--- config.mk ---
export PLATFORM = sky130hd
export DESIGN_NAME = ptr_allocator
export DESIGN_NICKNAME = d
export VERILOG_FILES = /design/src/hdl/ptr_alloc_pkg.sv /design/src/hdl/ptr_allocator.sv /design/src/hdl/active_counter.sv /design/src/hdl/alloc_ctrl.sv /design/src/hdl/free_scan.sv /design/src/hdl/id_fifo.sv /design/src/hdl/bitmap_ram.sv
export SDC_FILE = /design/constraint.sdc
export NUM_CORES = 1
export LEC_CHECK = 0
export BUFFER_PORTS_ARGS = -buffer_cell sky130_fd_sc_hd__buf_4
export CAP_MARGIN = 20
export CORE_AREA = 3 3 121 240
export CTS_BUF_LIST = sky130_fd_sc_hd__clkbuf_4 sky130_fd_sc_hd__clkbuf_8
export DETAILED_ROUTE_END_ITERATION = 7
export DIE_AREA = 0 0 124 243
export PLACE_DENSITY_LB_ADDON = 0.08
export SLEW_MARGIN = 20
export SYNTH_ARGS = -nofsm -noshare
export SYNTH_HDL_FRONTEND = slang
export SYNTH_SLANG_ARGS = --single-unit
--- constraint.sdc ---
create_clock -name clk -period 2.57 [get_ports clk]
set_input_delay 0.3855 -clock clk [delete_from_list [all_inputs] [get_ports clk]]
set_output_delay 0.3855 -clock clk [all_outputs]
set_load 0.1 [all_outputs]
--- src/hdl/ptr_alloc_pkg.sv ---
// Pointer allocator shared definitions
// Pool geometry, ID and row types, bitmap memory buses and FSM states
package ptr_alloc_pkg;

    localparam int num_ids    = 64;
    localparam int num_cols   = 8;
    localparam int num_rows   = num_ids / num_cols;
    localparam int col_w      = $clog2(num_cols);
    localparam int row_w      = $clog2(num_rows);
    localparam int cnt_w      = $clog2(num_ids + 1);
    localparam int fifo_depth = 8;
    localparam int fifo_ptr_w = $clog2(fifo_depth);

    typedef logic [num_cols-1:0] row_vec_t;
    typedef logic [col_w-1:0]    col_idx_t;
    typedef logic [row_w-1:0]    row_idx_t;

    // Row in the upper bits, so the value equals row*num_cols+col
    typedef struct packed {
        row_idx_t row;
        col_idx_t col;
    } ptr_id_t;

    typedef struct packed {
        logic     valid;
        logic     scan;
        row_idx_t row;
    } mem_rd_t;

    typedef struct packed {
        logic     valid;
        logic     scan;
        row_vec_t data;
    } mem_rsp_t;

    typedef struct packed {
        logic     valid;
        row_idx_t row;
        row_vec_t data;
    } mem_wr_t;

    typedef enum logic [3:0] {
        ctrl_reset,
        ctrl_idle,
        ctrl_dealloc,
        ctrl_alloc,
        ctrl_rd_req,
        ctrl_rd_wait,
        ctrl_modify,
        ctrl_wr,
        ctrl_done,
        ctrl_error
    } ctrl_state_e;

    typedef enum logic [2:0] {
        scan_reset,
        scan_idle,
        scan_rd_req,
        scan_rd_wait,
        scan_check,
        scan_next,
        scan_hold
    } scan_state_e;

endpackage
--- src/hdl/ptr_allocator.sv ---
// Bitmap pointer allocator, top level
// Free bitmap, scanner and RMW controller behind alloc and dealloc queues
module ptr_allocator (
    input  logic                            clk,
    input  logic                            local_srst,
    input  logic                            en,
    input  logic                            alloc_req,
    input  logic                            dealloc_req,
    input  ptr_alloc_pkg::ptr_id_t          dealloc_id,
    output logic                            init_done,
    output logic                            alloc_rdy,
    output ptr_alloc_pkg::ptr_id_t          alloc_id,
    output logic                            dealloc_rdy,
    output logic                            err_alloc,
    output logic                            err_dealloc,
    output ptr_alloc_pkg::ptr_id_t          err_id,
    output logic [ptr_alloc_pkg::cnt_w-1:0] active_count
);

    ptr_alloc_pkg::mem_rd_t  ctrl_rd;
    ptr_alloc_pkg::mem_rd_t  scan_rd;
    ptr_alloc_pkg::mem_rd_t  mem_rd;
    ptr_alloc_pkg::mem_wr_t  mem_wr;
    ptr_alloc_pkg::mem_rsp_t mem_rsp;
    ptr_alloc_pkg::ptr_id_t  cand_id;
    ptr_alloc_pkg::ptr_id_t  dq_id;
    logic                    found;
    logic                    take;
    logic                    aq_push;
    logic                    aq_empty;
    logic                    aq_full;
    logic                    dq_pop;
    logic                    dq_empty;
    logic                    dq_full;
    logic                    freed;
    logic                    alloc_pop;
    logic                    dealloc_push;

    // --------------------------------------------------
    // User handshakes
    // --------------------------------------------------
    assign alloc_rdy    = en && !aq_empty;
    assign dealloc_rdy  = en && init_done && !dq_full;
    assign alloc_pop    = alloc_req && alloc_rdy;
    assign dealloc_push = dealloc_req && dealloc_rdy;

    // Controller reads win, scanner waits for a free cycle
    assign mem_rd = ctrl_rd.valid ? ctrl_rd : scan_rd;

    bitmap_ram i_bitmap_ram (
        .clk        (clk),
        .local_srst (local_srst),
        .rd         (mem_rd),
        .wr         (mem_wr),
        .rsp        (mem_rsp),
        .init_done  (init_done)
    );

    id_fifo i_alloc_q (
        .clk        (clk),
        .local_srst (local_srst),
        .push       (aq_push),
        .push_id    (cand_id),
        .pop        (alloc_pop),
        .head_id    (alloc_id),
        .empty      (aq_empty),
        .full       (aq_full)
    );

    id_fifo i_dealloc_q (
        .clk        (clk),
        .local_srst (local_srst),
        .push       (dealloc_push),
        .push_id    (dealloc_id),
        .pop        (dq_pop),
        .head_id    (dq_id),
        .empty      (dq_empty),
        .full       (dq_full)
    );

    free_scan i_free_scan (
        .clk        (clk),
        .local_srst (local_srst),
        .init_done  (init_done),
        .rd_grant   (!ctrl_rd.valid),
        .rsp        (mem_rsp),
        .take       (take),
        .rd         (scan_rd),
        .cand_id    (cand_id),
        .found      (found)
    );

    alloc_ctrl i_alloc_ctrl (
        .clk         (clk),
        .local_srst  (local_srst),
        .init_done   (init_done),
        .rsp         (mem_rsp),
        .found       (found),
        .cand_id     (cand_id),
        .aq_full     (aq_full),
        .dq_empty    (dq_empty),
        .dq_id       (dq_id),
        .rd          (ctrl_rd),
        .wr          (mem_wr),
        .take        (take),
        .aq_push     (aq_push),
        .dq_pop      (dq_pop),
        .freed       (freed),
        .err_alloc   (err_alloc),
        .err_dealloc (err_dealloc),
        .err_id      (err_id)
    );

    // IDs handed out count up, completed frees count down
    active_counter i_active_counter (
        .clk        (clk),
        .local_srst (local_srst),
        .inc        (alloc_pop),
        .dec        (freed),
        .count      (active_count)
    );

endmodule

--- src/hdl/active_counter.sv ---
// Active ID counter
// Up on inc, down on dec, held when both or neither
module active_counter (
    input  logic                            clk,
    input  logic                            local_srst,
    input  logic                            inc,
    input  logic                            dec,
    output logic [ptr_alloc_pkg::cnt_w-1:0] count
);

    always_ff @(posedge clk) begin
        if (local_srst) begin
            count <= '0;
        end else if (inc && !dec) begin
            count <= count + 1'b1;
        end else if (dec && !inc) begin
            count <= count - 1'b1;
        end
    end

endmodule

--- src/hdl/alloc_ctrl.sv ---
// Allocation controller
// Read-modify-write of one bitmap bit per claim or free, with double-free check
module alloc_ctrl (
    input  logic                    clk,
    input  logic                    local_srst,
    input  logic                    init_done,
    input  ptr_alloc_pkg::mem_rsp_t rsp,
    input  logic                    found,
    input  ptr_alloc_pkg::ptr_id_t  cand_id,
    input  logic                    aq_full,
    input  logic                    dq_empty,
    input  ptr_alloc_pkg::ptr_id_t  dq_id,
    output ptr_alloc_pkg::mem_rd_t  rd,
    output ptr_alloc_pkg::mem_wr_t  wr,
    output logic                    take,
    output logic                    aq_push,
    output logic                    dq_pop,
    output logic                    freed,
    output logic                    err_alloc,
    output logic                    err_dealloc,
    output ptr_alloc_pkg::ptr_id_t  err_id
);

    ptr_alloc_pkg::ctrl_state_e state;
    ptr_alloc_pkg::ctrl_state_e nxt_state;
    ptr_alloc_pkg::ptr_id_t     job_id;
    ptr_alloc_pkg::row_vec_t    row_data;
    ptr_alloc_pkg::row_vec_t    wr_data;
    ptr_alloc_pkg::row_vec_t    col_mask;
    logic                       job_free;
    logic                       rsp_hit;
    logic                       bit_err;

    assign rsp_hit = rsp.valid && !rsp.scan;

    // Target bit already holds the value this job would write
    assign col_mask = ptr_alloc_pkg::row_vec_t'(1) << job_id.col;
    assign bit_err  = (row_data[job_id.col] == job_free);

    // --------------------------------------------------
    // Main FSM
    // --------------------------------------------------
    always_ff @(posedge clk) begin
        if (local_srst) begin
            state <= ptr_alloc_pkg::ctrl_reset;
        end else begin
            state <= nxt_state;
        end
    end

    always_comb begin
        nxt_state = state;
        case (state)
            ptr_alloc_pkg::ctrl_reset: begin
                if (init_done) begin
                    nxt_state = ptr_alloc_pkg::ctrl_idle;
                end
            end
            ptr_alloc_pkg::ctrl_idle: begin
                // Frees go first
                if (!dq_empty) begin
                    nxt_state = ptr_alloc_pkg::ctrl_dealloc;
                end else if (found && !aq_full) begin
                    nxt_state = ptr_alloc_pkg::ctrl_alloc;
                end
            end
            ptr_alloc_pkg::ctrl_dealloc: nxt_state = ptr_alloc_pkg::ctrl_rd_req;
            ptr_alloc_pkg::ctrl_alloc:   nxt_state = ptr_alloc_pkg::ctrl_rd_req;
            ptr_alloc_pkg::ctrl_rd_req:  nxt_state = ptr_alloc_pkg::ctrl_rd_wait;
            ptr_alloc_pkg::ctrl_rd_wait: begin
                if (rsp_hit) begin
                    nxt_state = ptr_alloc_pkg::ctrl_modify;
                end
            end
            ptr_alloc_pkg::ctrl_modify: begin
                nxt_state = bit_err ? ptr_alloc_pkg::ctrl_error : ptr_alloc_pkg::ctrl_wr;
            end
            ptr_alloc_pkg::ctrl_wr:    nxt_state = ptr_alloc_pkg::ctrl_done;
            ptr_alloc_pkg::ctrl_done:  nxt_state = ptr_alloc_pkg::ctrl_idle;
            ptr_alloc_pkg::ctrl_error: nxt_state = ptr_alloc_pkg::ctrl_idle;
            default:                   nxt_state = ptr_alloc_pkg::ctrl_reset;
        endcase
    end

    // Job capture and row update
    always_ff @(posedge clk) begin
        if (state == ptr_alloc_pkg::ctrl_dealloc) begin
            job_free <= 1'b1;
            job_id   <= dq_id;
        end else if (state == ptr_alloc_pkg::ctrl_alloc) begin
            job_free <= 1'b0;
            job_id   <= cand_id;
        end
        if (state == ptr_alloc_pkg::ctrl_rd_wait && rsp_hit) begin
            row_data <= rsp.data;
        end
        if (state == ptr_alloc_pkg::ctrl_modify) begin
            wr_data <= job_free ? (row_data | col_mask) : (row_data & ~col_mask);
        end
    end

    assign take        = (state == ptr_alloc_pkg::ctrl_alloc);
    assign aq_push     = (state == ptr_alloc_pkg::ctrl_alloc);
    assign dq_pop      = (state == ptr_alloc_pkg::ctrl_dealloc);
    assign rd.valid    = (state == ptr_alloc_pkg::ctrl_rd_req);
    assign rd.scan     = 1'b0;
    assign rd.row      = job_id.row;
    assign wr.valid    = (state == ptr_alloc_pkg::ctrl_wr);
    assign wr.row      = job_id.row;
    assign wr.data     = wr_data;
    assign freed       = (state == ptr_alloc_pkg::ctrl_done) && job_free;
    assign err_alloc   = (state == ptr_alloc_pkg::ctrl_error) && !job_free;
    assign err_dealloc = (state == ptr_alloc_pkg::ctrl_error) && job_free;
    assign err_id      = job_id;

endmodule

--- src/hdl/free_scan.sv ---
// Free ID scanner
// Reads bitmap rows in turn and offers the lowest free column as a candidate
module free_scan (
    input  logic                    clk,
    input  logic                    local_srst,
    input  logic                    init_done,
    input  logic                    rd_grant,
    input  ptr_alloc_pkg::mem_rsp_t rsp,
    input  logic                    take,
    output ptr_alloc_pkg::mem_rd_t  rd,
    output ptr_alloc_pkg::ptr_id_t  cand_id,
    output logic                    found
);

    ptr_alloc_pkg::scan_state_e state;
    ptr_alloc_pkg::scan_state_e nxt_state;
    ptr_alloc_pkg::row_idx_t    scan_row;
    ptr_alloc_pkg::col_idx_t    scan_col;
    ptr_alloc_pkg::col_idx_t    low_col;
    ptr_alloc_pkg::row_vec_t    row_copy;
    logic                       hit;
    logic                       rsp_hit;

    assign rsp_hit = rsp.valid && rsp.scan;

    // Lowest set bit of the row copy
    always_comb begin
        hit     = 1'b0;
        low_col = '0;
        for (int i = ptr_alloc_pkg::num_cols - 1; i >= 0; i--) begin
            if (row_copy[i]) begin
                hit     = 1'b1;
                low_col = ptr_alloc_pkg::col_idx_t'(i);
            end
        end
    end

    // --------------------------------------------------
    // Scan FSM
    // --------------------------------------------------
    always_ff @(posedge clk) begin
        if (local_srst) begin
            state <= ptr_alloc_pkg::scan_reset;
        end else begin
            state <= nxt_state;
        end
    end

    always_comb begin
        nxt_state = state;
        case (state)
            ptr_alloc_pkg::scan_reset: begin
                if (init_done) begin
                    nxt_state = ptr_alloc_pkg::scan_idle;
                end
            end
            ptr_alloc_pkg::scan_idle: nxt_state = ptr_alloc_pkg::scan_rd_req;
            ptr_alloc_pkg::scan_rd_req: begin
                if (rd_grant) begin
                    nxt_state = ptr_alloc_pkg::scan_rd_wait;
                end
            end
            ptr_alloc_pkg::scan_rd_wait: begin
                if (rsp_hit) begin
                    nxt_state = ptr_alloc_pkg::scan_check;
                end
            end
            ptr_alloc_pkg::scan_check: begin
                nxt_state = hit ? ptr_alloc_pkg::scan_hold : ptr_alloc_pkg::scan_next;
            end
            ptr_alloc_pkg::scan_next: nxt_state = ptr_alloc_pkg::scan_idle;
            ptr_alloc_pkg::scan_hold: begin
                // Recheck the same row copy once the candidate is claimed
                if (take) begin
                    nxt_state = ptr_alloc_pkg::scan_check;
                end
            end
            default: nxt_state = ptr_alloc_pkg::scan_reset;
        endcase
    end

    // Row counter wraps from the last row to 0
    always_ff @(posedge clk) begin
        if (local_srst) begin
            scan_row <= '0;
        end else if (state == ptr_alloc_pkg::scan_next) begin
            scan_row <= scan_row + 1'b1;
        end
    end

    always_ff @(posedge clk) begin
        if (state == ptr_alloc_pkg::scan_check) begin
            scan_col <= low_col;
        end
        if (rsp_hit) begin
            row_copy <= rsp.data;
        end else if (state == ptr_alloc_pkg::scan_hold && take) begin
            row_copy[scan_col] <= 1'b0;
        end
    end

    assign rd.valid     = (state == ptr_alloc_pkg::scan_rd_req);
    assign rd.scan      = 1'b1;
    assign rd.row       = scan_row;
    assign cand_id.row  = scan_row;
    assign cand_id.col  = scan_col;
    assign found        = (state == ptr_alloc_pkg::scan_hold);

endmodule

--- src/hdl/id_fifo.sv ---
// Pointer ID queue
// Small first-word-fall-through FIFO, head is visible without a pop
module id_fifo (
    input  logic                   clk,
    input  logic                   local_srst,
    input  logic                   push,
    input  ptr_alloc_pkg::ptr_id_t push_id,
    input  logic                   pop,
    output ptr_alloc_pkg::ptr_id_t head_id,
    output logic                   empty,
    output logic                   full
);

    ptr_alloc_pkg::ptr_id_t              entries [ptr_alloc_pkg::fifo_depth];
    logic [ptr_alloc_pkg::fifo_ptr_w-1:0] wr_ptr;
    logic [ptr_alloc_pkg::fifo_ptr_w-1:0] rd_ptr;
    logic [ptr_alloc_pkg::fifo_ptr_w:0]   count;
    logic                                 do_push;
    logic                                 do_pop;

    // Overflow and underflow requests are dropped
    assign do_push = push && !full;
    assign do_pop  = pop && !empty;

    always_ff @(posedge clk) begin
        if (local_srst) begin
            wr_ptr <= '0;
            rd_ptr <= '0;
            count  <= '0;
        end else begin
            if (do_push) begin
                wr_ptr <= wr_ptr + 1'b1;
            end
            if (do_pop) begin
                rd_ptr <= rd_ptr + 1'b1;
            end
            if (do_push && !do_pop) begin
                count <= count + 1'b1;
            end else if (do_pop && !do_push) begin
                count <= count - 1'b1;
            end
        end
    end

    always_ff @(posedge clk) begin
        if (do_push) begin
            entries[wr_ptr] <= push_id;
        end
    end

    assign head_id = entries[rd_ptr];
    assign empty   = (count == '0);
    assign full    = (count == (ptr_alloc_pkg::fifo_ptr_w + 1)'(ptr_alloc_pkg::fifo_depth));

endmodule

--- src/hdl/bitmap_ram.sv ---
// Free bitmap memory
// Fills every row with ones after reset, then serves tagged one-cycle reads
module bitmap_ram (
    input  logic                    clk,
    input  logic                    local_srst,
    input  ptr_alloc_pkg::mem_rd_t  rd,
    input  ptr_alloc_pkg::mem_wr_t  wr,
    output ptr_alloc_pkg::mem_rsp_t rsp,
    output logic                    init_done
);

    ptr_alloc_pkg::row_vec_t mem [ptr_alloc_pkg::num_rows];
    ptr_alloc_pkg::row_idx_t fill_row;
    ptr_alloc_pkg::row_vec_t rd_data;
    logic                    rd_valid;
    logic                    rd_scan;

    // --------------------------------------------------
    // Fill sequencer
    // --------------------------------------------------
    always_ff @(posedge clk) begin
        if (local_srst) begin
            fill_row  <= '0;
            init_done <= 1'b0;
        end else if (!init_done) begin
            fill_row <= fill_row + 1'b1;
            if (fill_row == ptr_alloc_pkg::row_idx_t'(ptr_alloc_pkg::num_rows - 1)) begin
                init_done <= 1'b1;
            end
        end
    end

    // Fill writes win until init_done, external writes after
    always_ff @(posedge clk) begin
        if (!init_done && !local_srst) begin
            mem[fill_row] <= '1;
        end else if (init_done && wr.valid) begin
            mem[wr.row] <= wr.data;
        end
    end

    // --------------------------------------------------
    // Read port
    // --------------------------------------------------
    always_ff @(posedge clk) begin
        if (local_srst) begin
            rd_valid <= 1'b0;
        end else begin
            rd_valid <= rd.valid && init_done;
        end
    end

    always_ff @(posedge clk) begin
        rd_scan <= rd.scan;
        rd_data <= mem[rd.row];
    end

    assign rsp.valid = rd_valid;
    assign rsp.scan  = rd_scan;
    assign rsp.data  = rd_data;

endmodule

==> impl_metrics.yaml <==
clocking:
  hold_buffers: 0
  clockBufferDepth: 3
  cts_tree: "yes"
  clock_latency_ps: 520
  clk_pin_slew_ps: 70
  cts_root_buffer: "clkbuf_8"
  htreeDepth: 2
  clock-sinks: 251
  numCtsBuffers: 37
detailed_routing:
  drt-vias-per-instance: 5.10
  drtPass1Iterations: 4
  postRouteAntennaNets: 0
  wl_um: 23300
  drc: 0
  routedWlPerCell_um: 18.9
  vias: 6279
  initialDrtViolationCount: 241
pwr:
  p_switching_w: 0.00241
  cellLeakagePower_nw: 4.34
  seqPwrFrac_pct: 49.3
  netSwitchingFraction_pct: 25.9
  power.density_nw_per_um2: 733
  clockPowerShare_pct: 36.5
  vdd_drop_max_mv: 0.327
  p_int_w: 0.00690
  power_frac_comb_pct: 14.2
critical_path:
  critPathMaxStageDelay_ps: 500
  critPathArrivalTime_ps: 2970
  cp_slowest_cell: "o41a_4"
  crit_path_end_kind: "register"
  critPathKind: "reg -> reg"
  critPathLaunchType: "register"
  crit_required_ps: 2980
  worstPathCellList: "o41a_4, nand2_4, inv_4, ha_4, inv_4, ha_4, nor2b_4, o31a_1, or3_1, nand3_2, mux2_4"
  path_max_fanout: 4
yosys:
  synth_edf_count: 193
  synth-seq-cells: 251
  synthTopCellsByArea: "edfxtp_1, dfxtp_1, mux4_2"
  yosysWarnings: 0
  ys.flop_type: "edfxtp_1"
  ys_seq_area_share_pct: 65.7
  synth.net_count: 771
  synth.avg_cell_area_um2: 14.4
  synth_top_cell_by_area: "edfxtp_1"
  synth_area_um2: 10600
  synth.cells.most_frequent: "edfxtp_1, nor2_1, nand2_1, dfxtp_1"
  synthCells: 738
  ys_async_sr_fraction_pct: 0
  synth_top_area_share_pct: 54.7
  synth_most_common_cell: "edfxtp_1"
  synth_cell_types: 60
timing:
  fmax_mhz: 391
  fin_crit_sh_pct: 99.5
  tightest_slew_ps: 850
  finalMaxSlewViolations: 0
  hold_violations: 0
  grt_setup_unrepaired: "true"
  setup_violations: 0
  clock_skew_ps: 21.9
  hold_slack_ps: 104
  post-route-min-period_ps: 2560
  slew_headroom_pct: 43.1
floorplan:
  start_util_pct: 38.5
  ios: 35
  die_width_um: 124
  die_y_um: 243
  num_rows: 86
  core_um2: 27500
  die-area_um2: 30100
final_layout:
  regArea_um2: 6970
  antennaDiodeCount: 0
  layout.cells.non_filler: 1230
  syn2layout_area_growth_pct: 19.8
  final_area_um2: 12700
  multi_input_area_um2: 3590
  nFillCells: 2496
  final_layout_size_suffix_gt1_share_pct: 29.6
  fin_nets: 883
run_status:
  status: "finished, final reports clean"
placement:
  dp.cells: 1160
  post-dp-hpwl_um: 16800
  io_buffers: 34
  place_area_um2: 11800
  place_congestion: 0.838
global_route:
  grt_antenna_before_repair: 0
  overflow: 0
  grt_pass1_wl_um: 37400
  grt_pass1_vias: 6916
  grtUsageTotal_pct: 16.2
  grt_start_max_net_pins: 38
job:
  max_cap_violations: 0
hold_path:
  hold_path_class: "in -> reg"
per-layer routing:
layer  vias up  track usage (%)  wire, um
met5         -                0         0
met1      3139             16.6      8160
met2        95             31.7     13700
met4         0             6.62       851
li1       3001                -         -
met3        44             2.03       559
worst paths after layout:
check / startpoint / endpoint / slack [ps] / depth (start not counted)
worst max-delay path: i_alloc_q.count[2] / i_active_counter.count[6] / 10 / 11
worst max register to register: i_alloc_q.count[2] / i_active_counter.count[6] / 10 / 11
worst min-delay path: dealloc_id[4] / i_dealloc_q.entries[2][4] / 100 / 1
worst min register to register: i_bitmap_ram.rd_data[0] / i_alloc_ctrl.row_data[0] / 430 / 0
metrics by stage:
step	util (%)	worst slack, ps	setup TNS (ps)	power, W
5_1_grt	46.1	-72.5	-72.5	0.00974
3_3_place_gp	42.7	-44.2	-44.2	0.00594
2_1_floorplan	-	-247	-247	0.00557
4_1_cts	45.7	-2.15	-2.15	0.00941
6_report	46.1	12.1	0	0.00931
3_5_place_dp	42.7	-60.7	-74.5	0.00597
power groups by stage:
stage	logic, W	clock network, W	registers [W]
floorplan	0.000815	0	0.00475
global placement	0.00127	0	0.00467
detailed placement	0.00129	0	0.00468
CTS	0.00131	0.00352	0.00459
global route	0.00144	0.00369	0.00461
finish	0.00132	0.00339	0.00459
worst max-delay path: cells and delay by family (launching register included):
kind            cells  cell delay, ps
compound gates      2             760
simple gates        4             610
fa+ha+maj           2             350
flops               1             320
mux                 1             290
buf+inv             2             110
registers in the layout, indices dropped and copies added (netlist names), 6 cells and up, named ones only:
name                    count
i_free_scan.row_copy        8
i_active_counter.count      7
i_alloc_ctrl.wr_data        8
i_bitmap_ram.mem           64
i_alloc_ctrl.err_id         6
i_dealloc_q.entries        48
i_bitmap_ram.rd_data        8
i_alloc_ctrl.row_data       8
i_alloc_q.entries          48
kinds of logic (layout without fill, tap and decap cells):
family          count (synthesis)  count (layout)  share of synthesized area [%]
flops                         251             251                           65.7
simple gates                  237             237                           10.9
compound gates                 82              82                           4.77
mux                            70              70                           12.0
buf+inv                        56             196                           2.24
fa+ha+maj                      22              22                           2.81
xor+xnor                       20              20                           1.65
layout make-up:
type / instances / area share, %
inverters: 22 / 0.710
clock buffers: 51 / 4.89
well taps: 352 / 3.47
flip-flops and latches: 251 / 54.9
repair buffers: 107 / 6.53
multi-input cells: 431 / 28.3
clock inverters: 16 / 1.23
placed cells by master (no fill, tap or decap), types with 9 or more instances in the layout:
cell	n
xor2_1	10
clkbuf_4	13
inv_1	15
edfxtp_1	193
a21oi_1	27
nor3_1	17
clkbuf_8	38
xnor2_1	9
mux2i_1	16
nand2_1	70
nor2_1	77
nand2b_1	14
dfxtp_1	53
ha_1	12
o21ai_0	18
mux4_1	10
buf_4	105
mux2_2	11
mux4_2	31
repair_timing:
| item | in CTS | in global routing |
|---|---|---|
| pin swaps | 1 | 9 |
| resized for setup | 8 | 17 |
| setup endpoints to repair | 8 | 4 |
| setup buffers | 0 | 3 |
No activity file was read; power rests on OpenSTA's default activity.
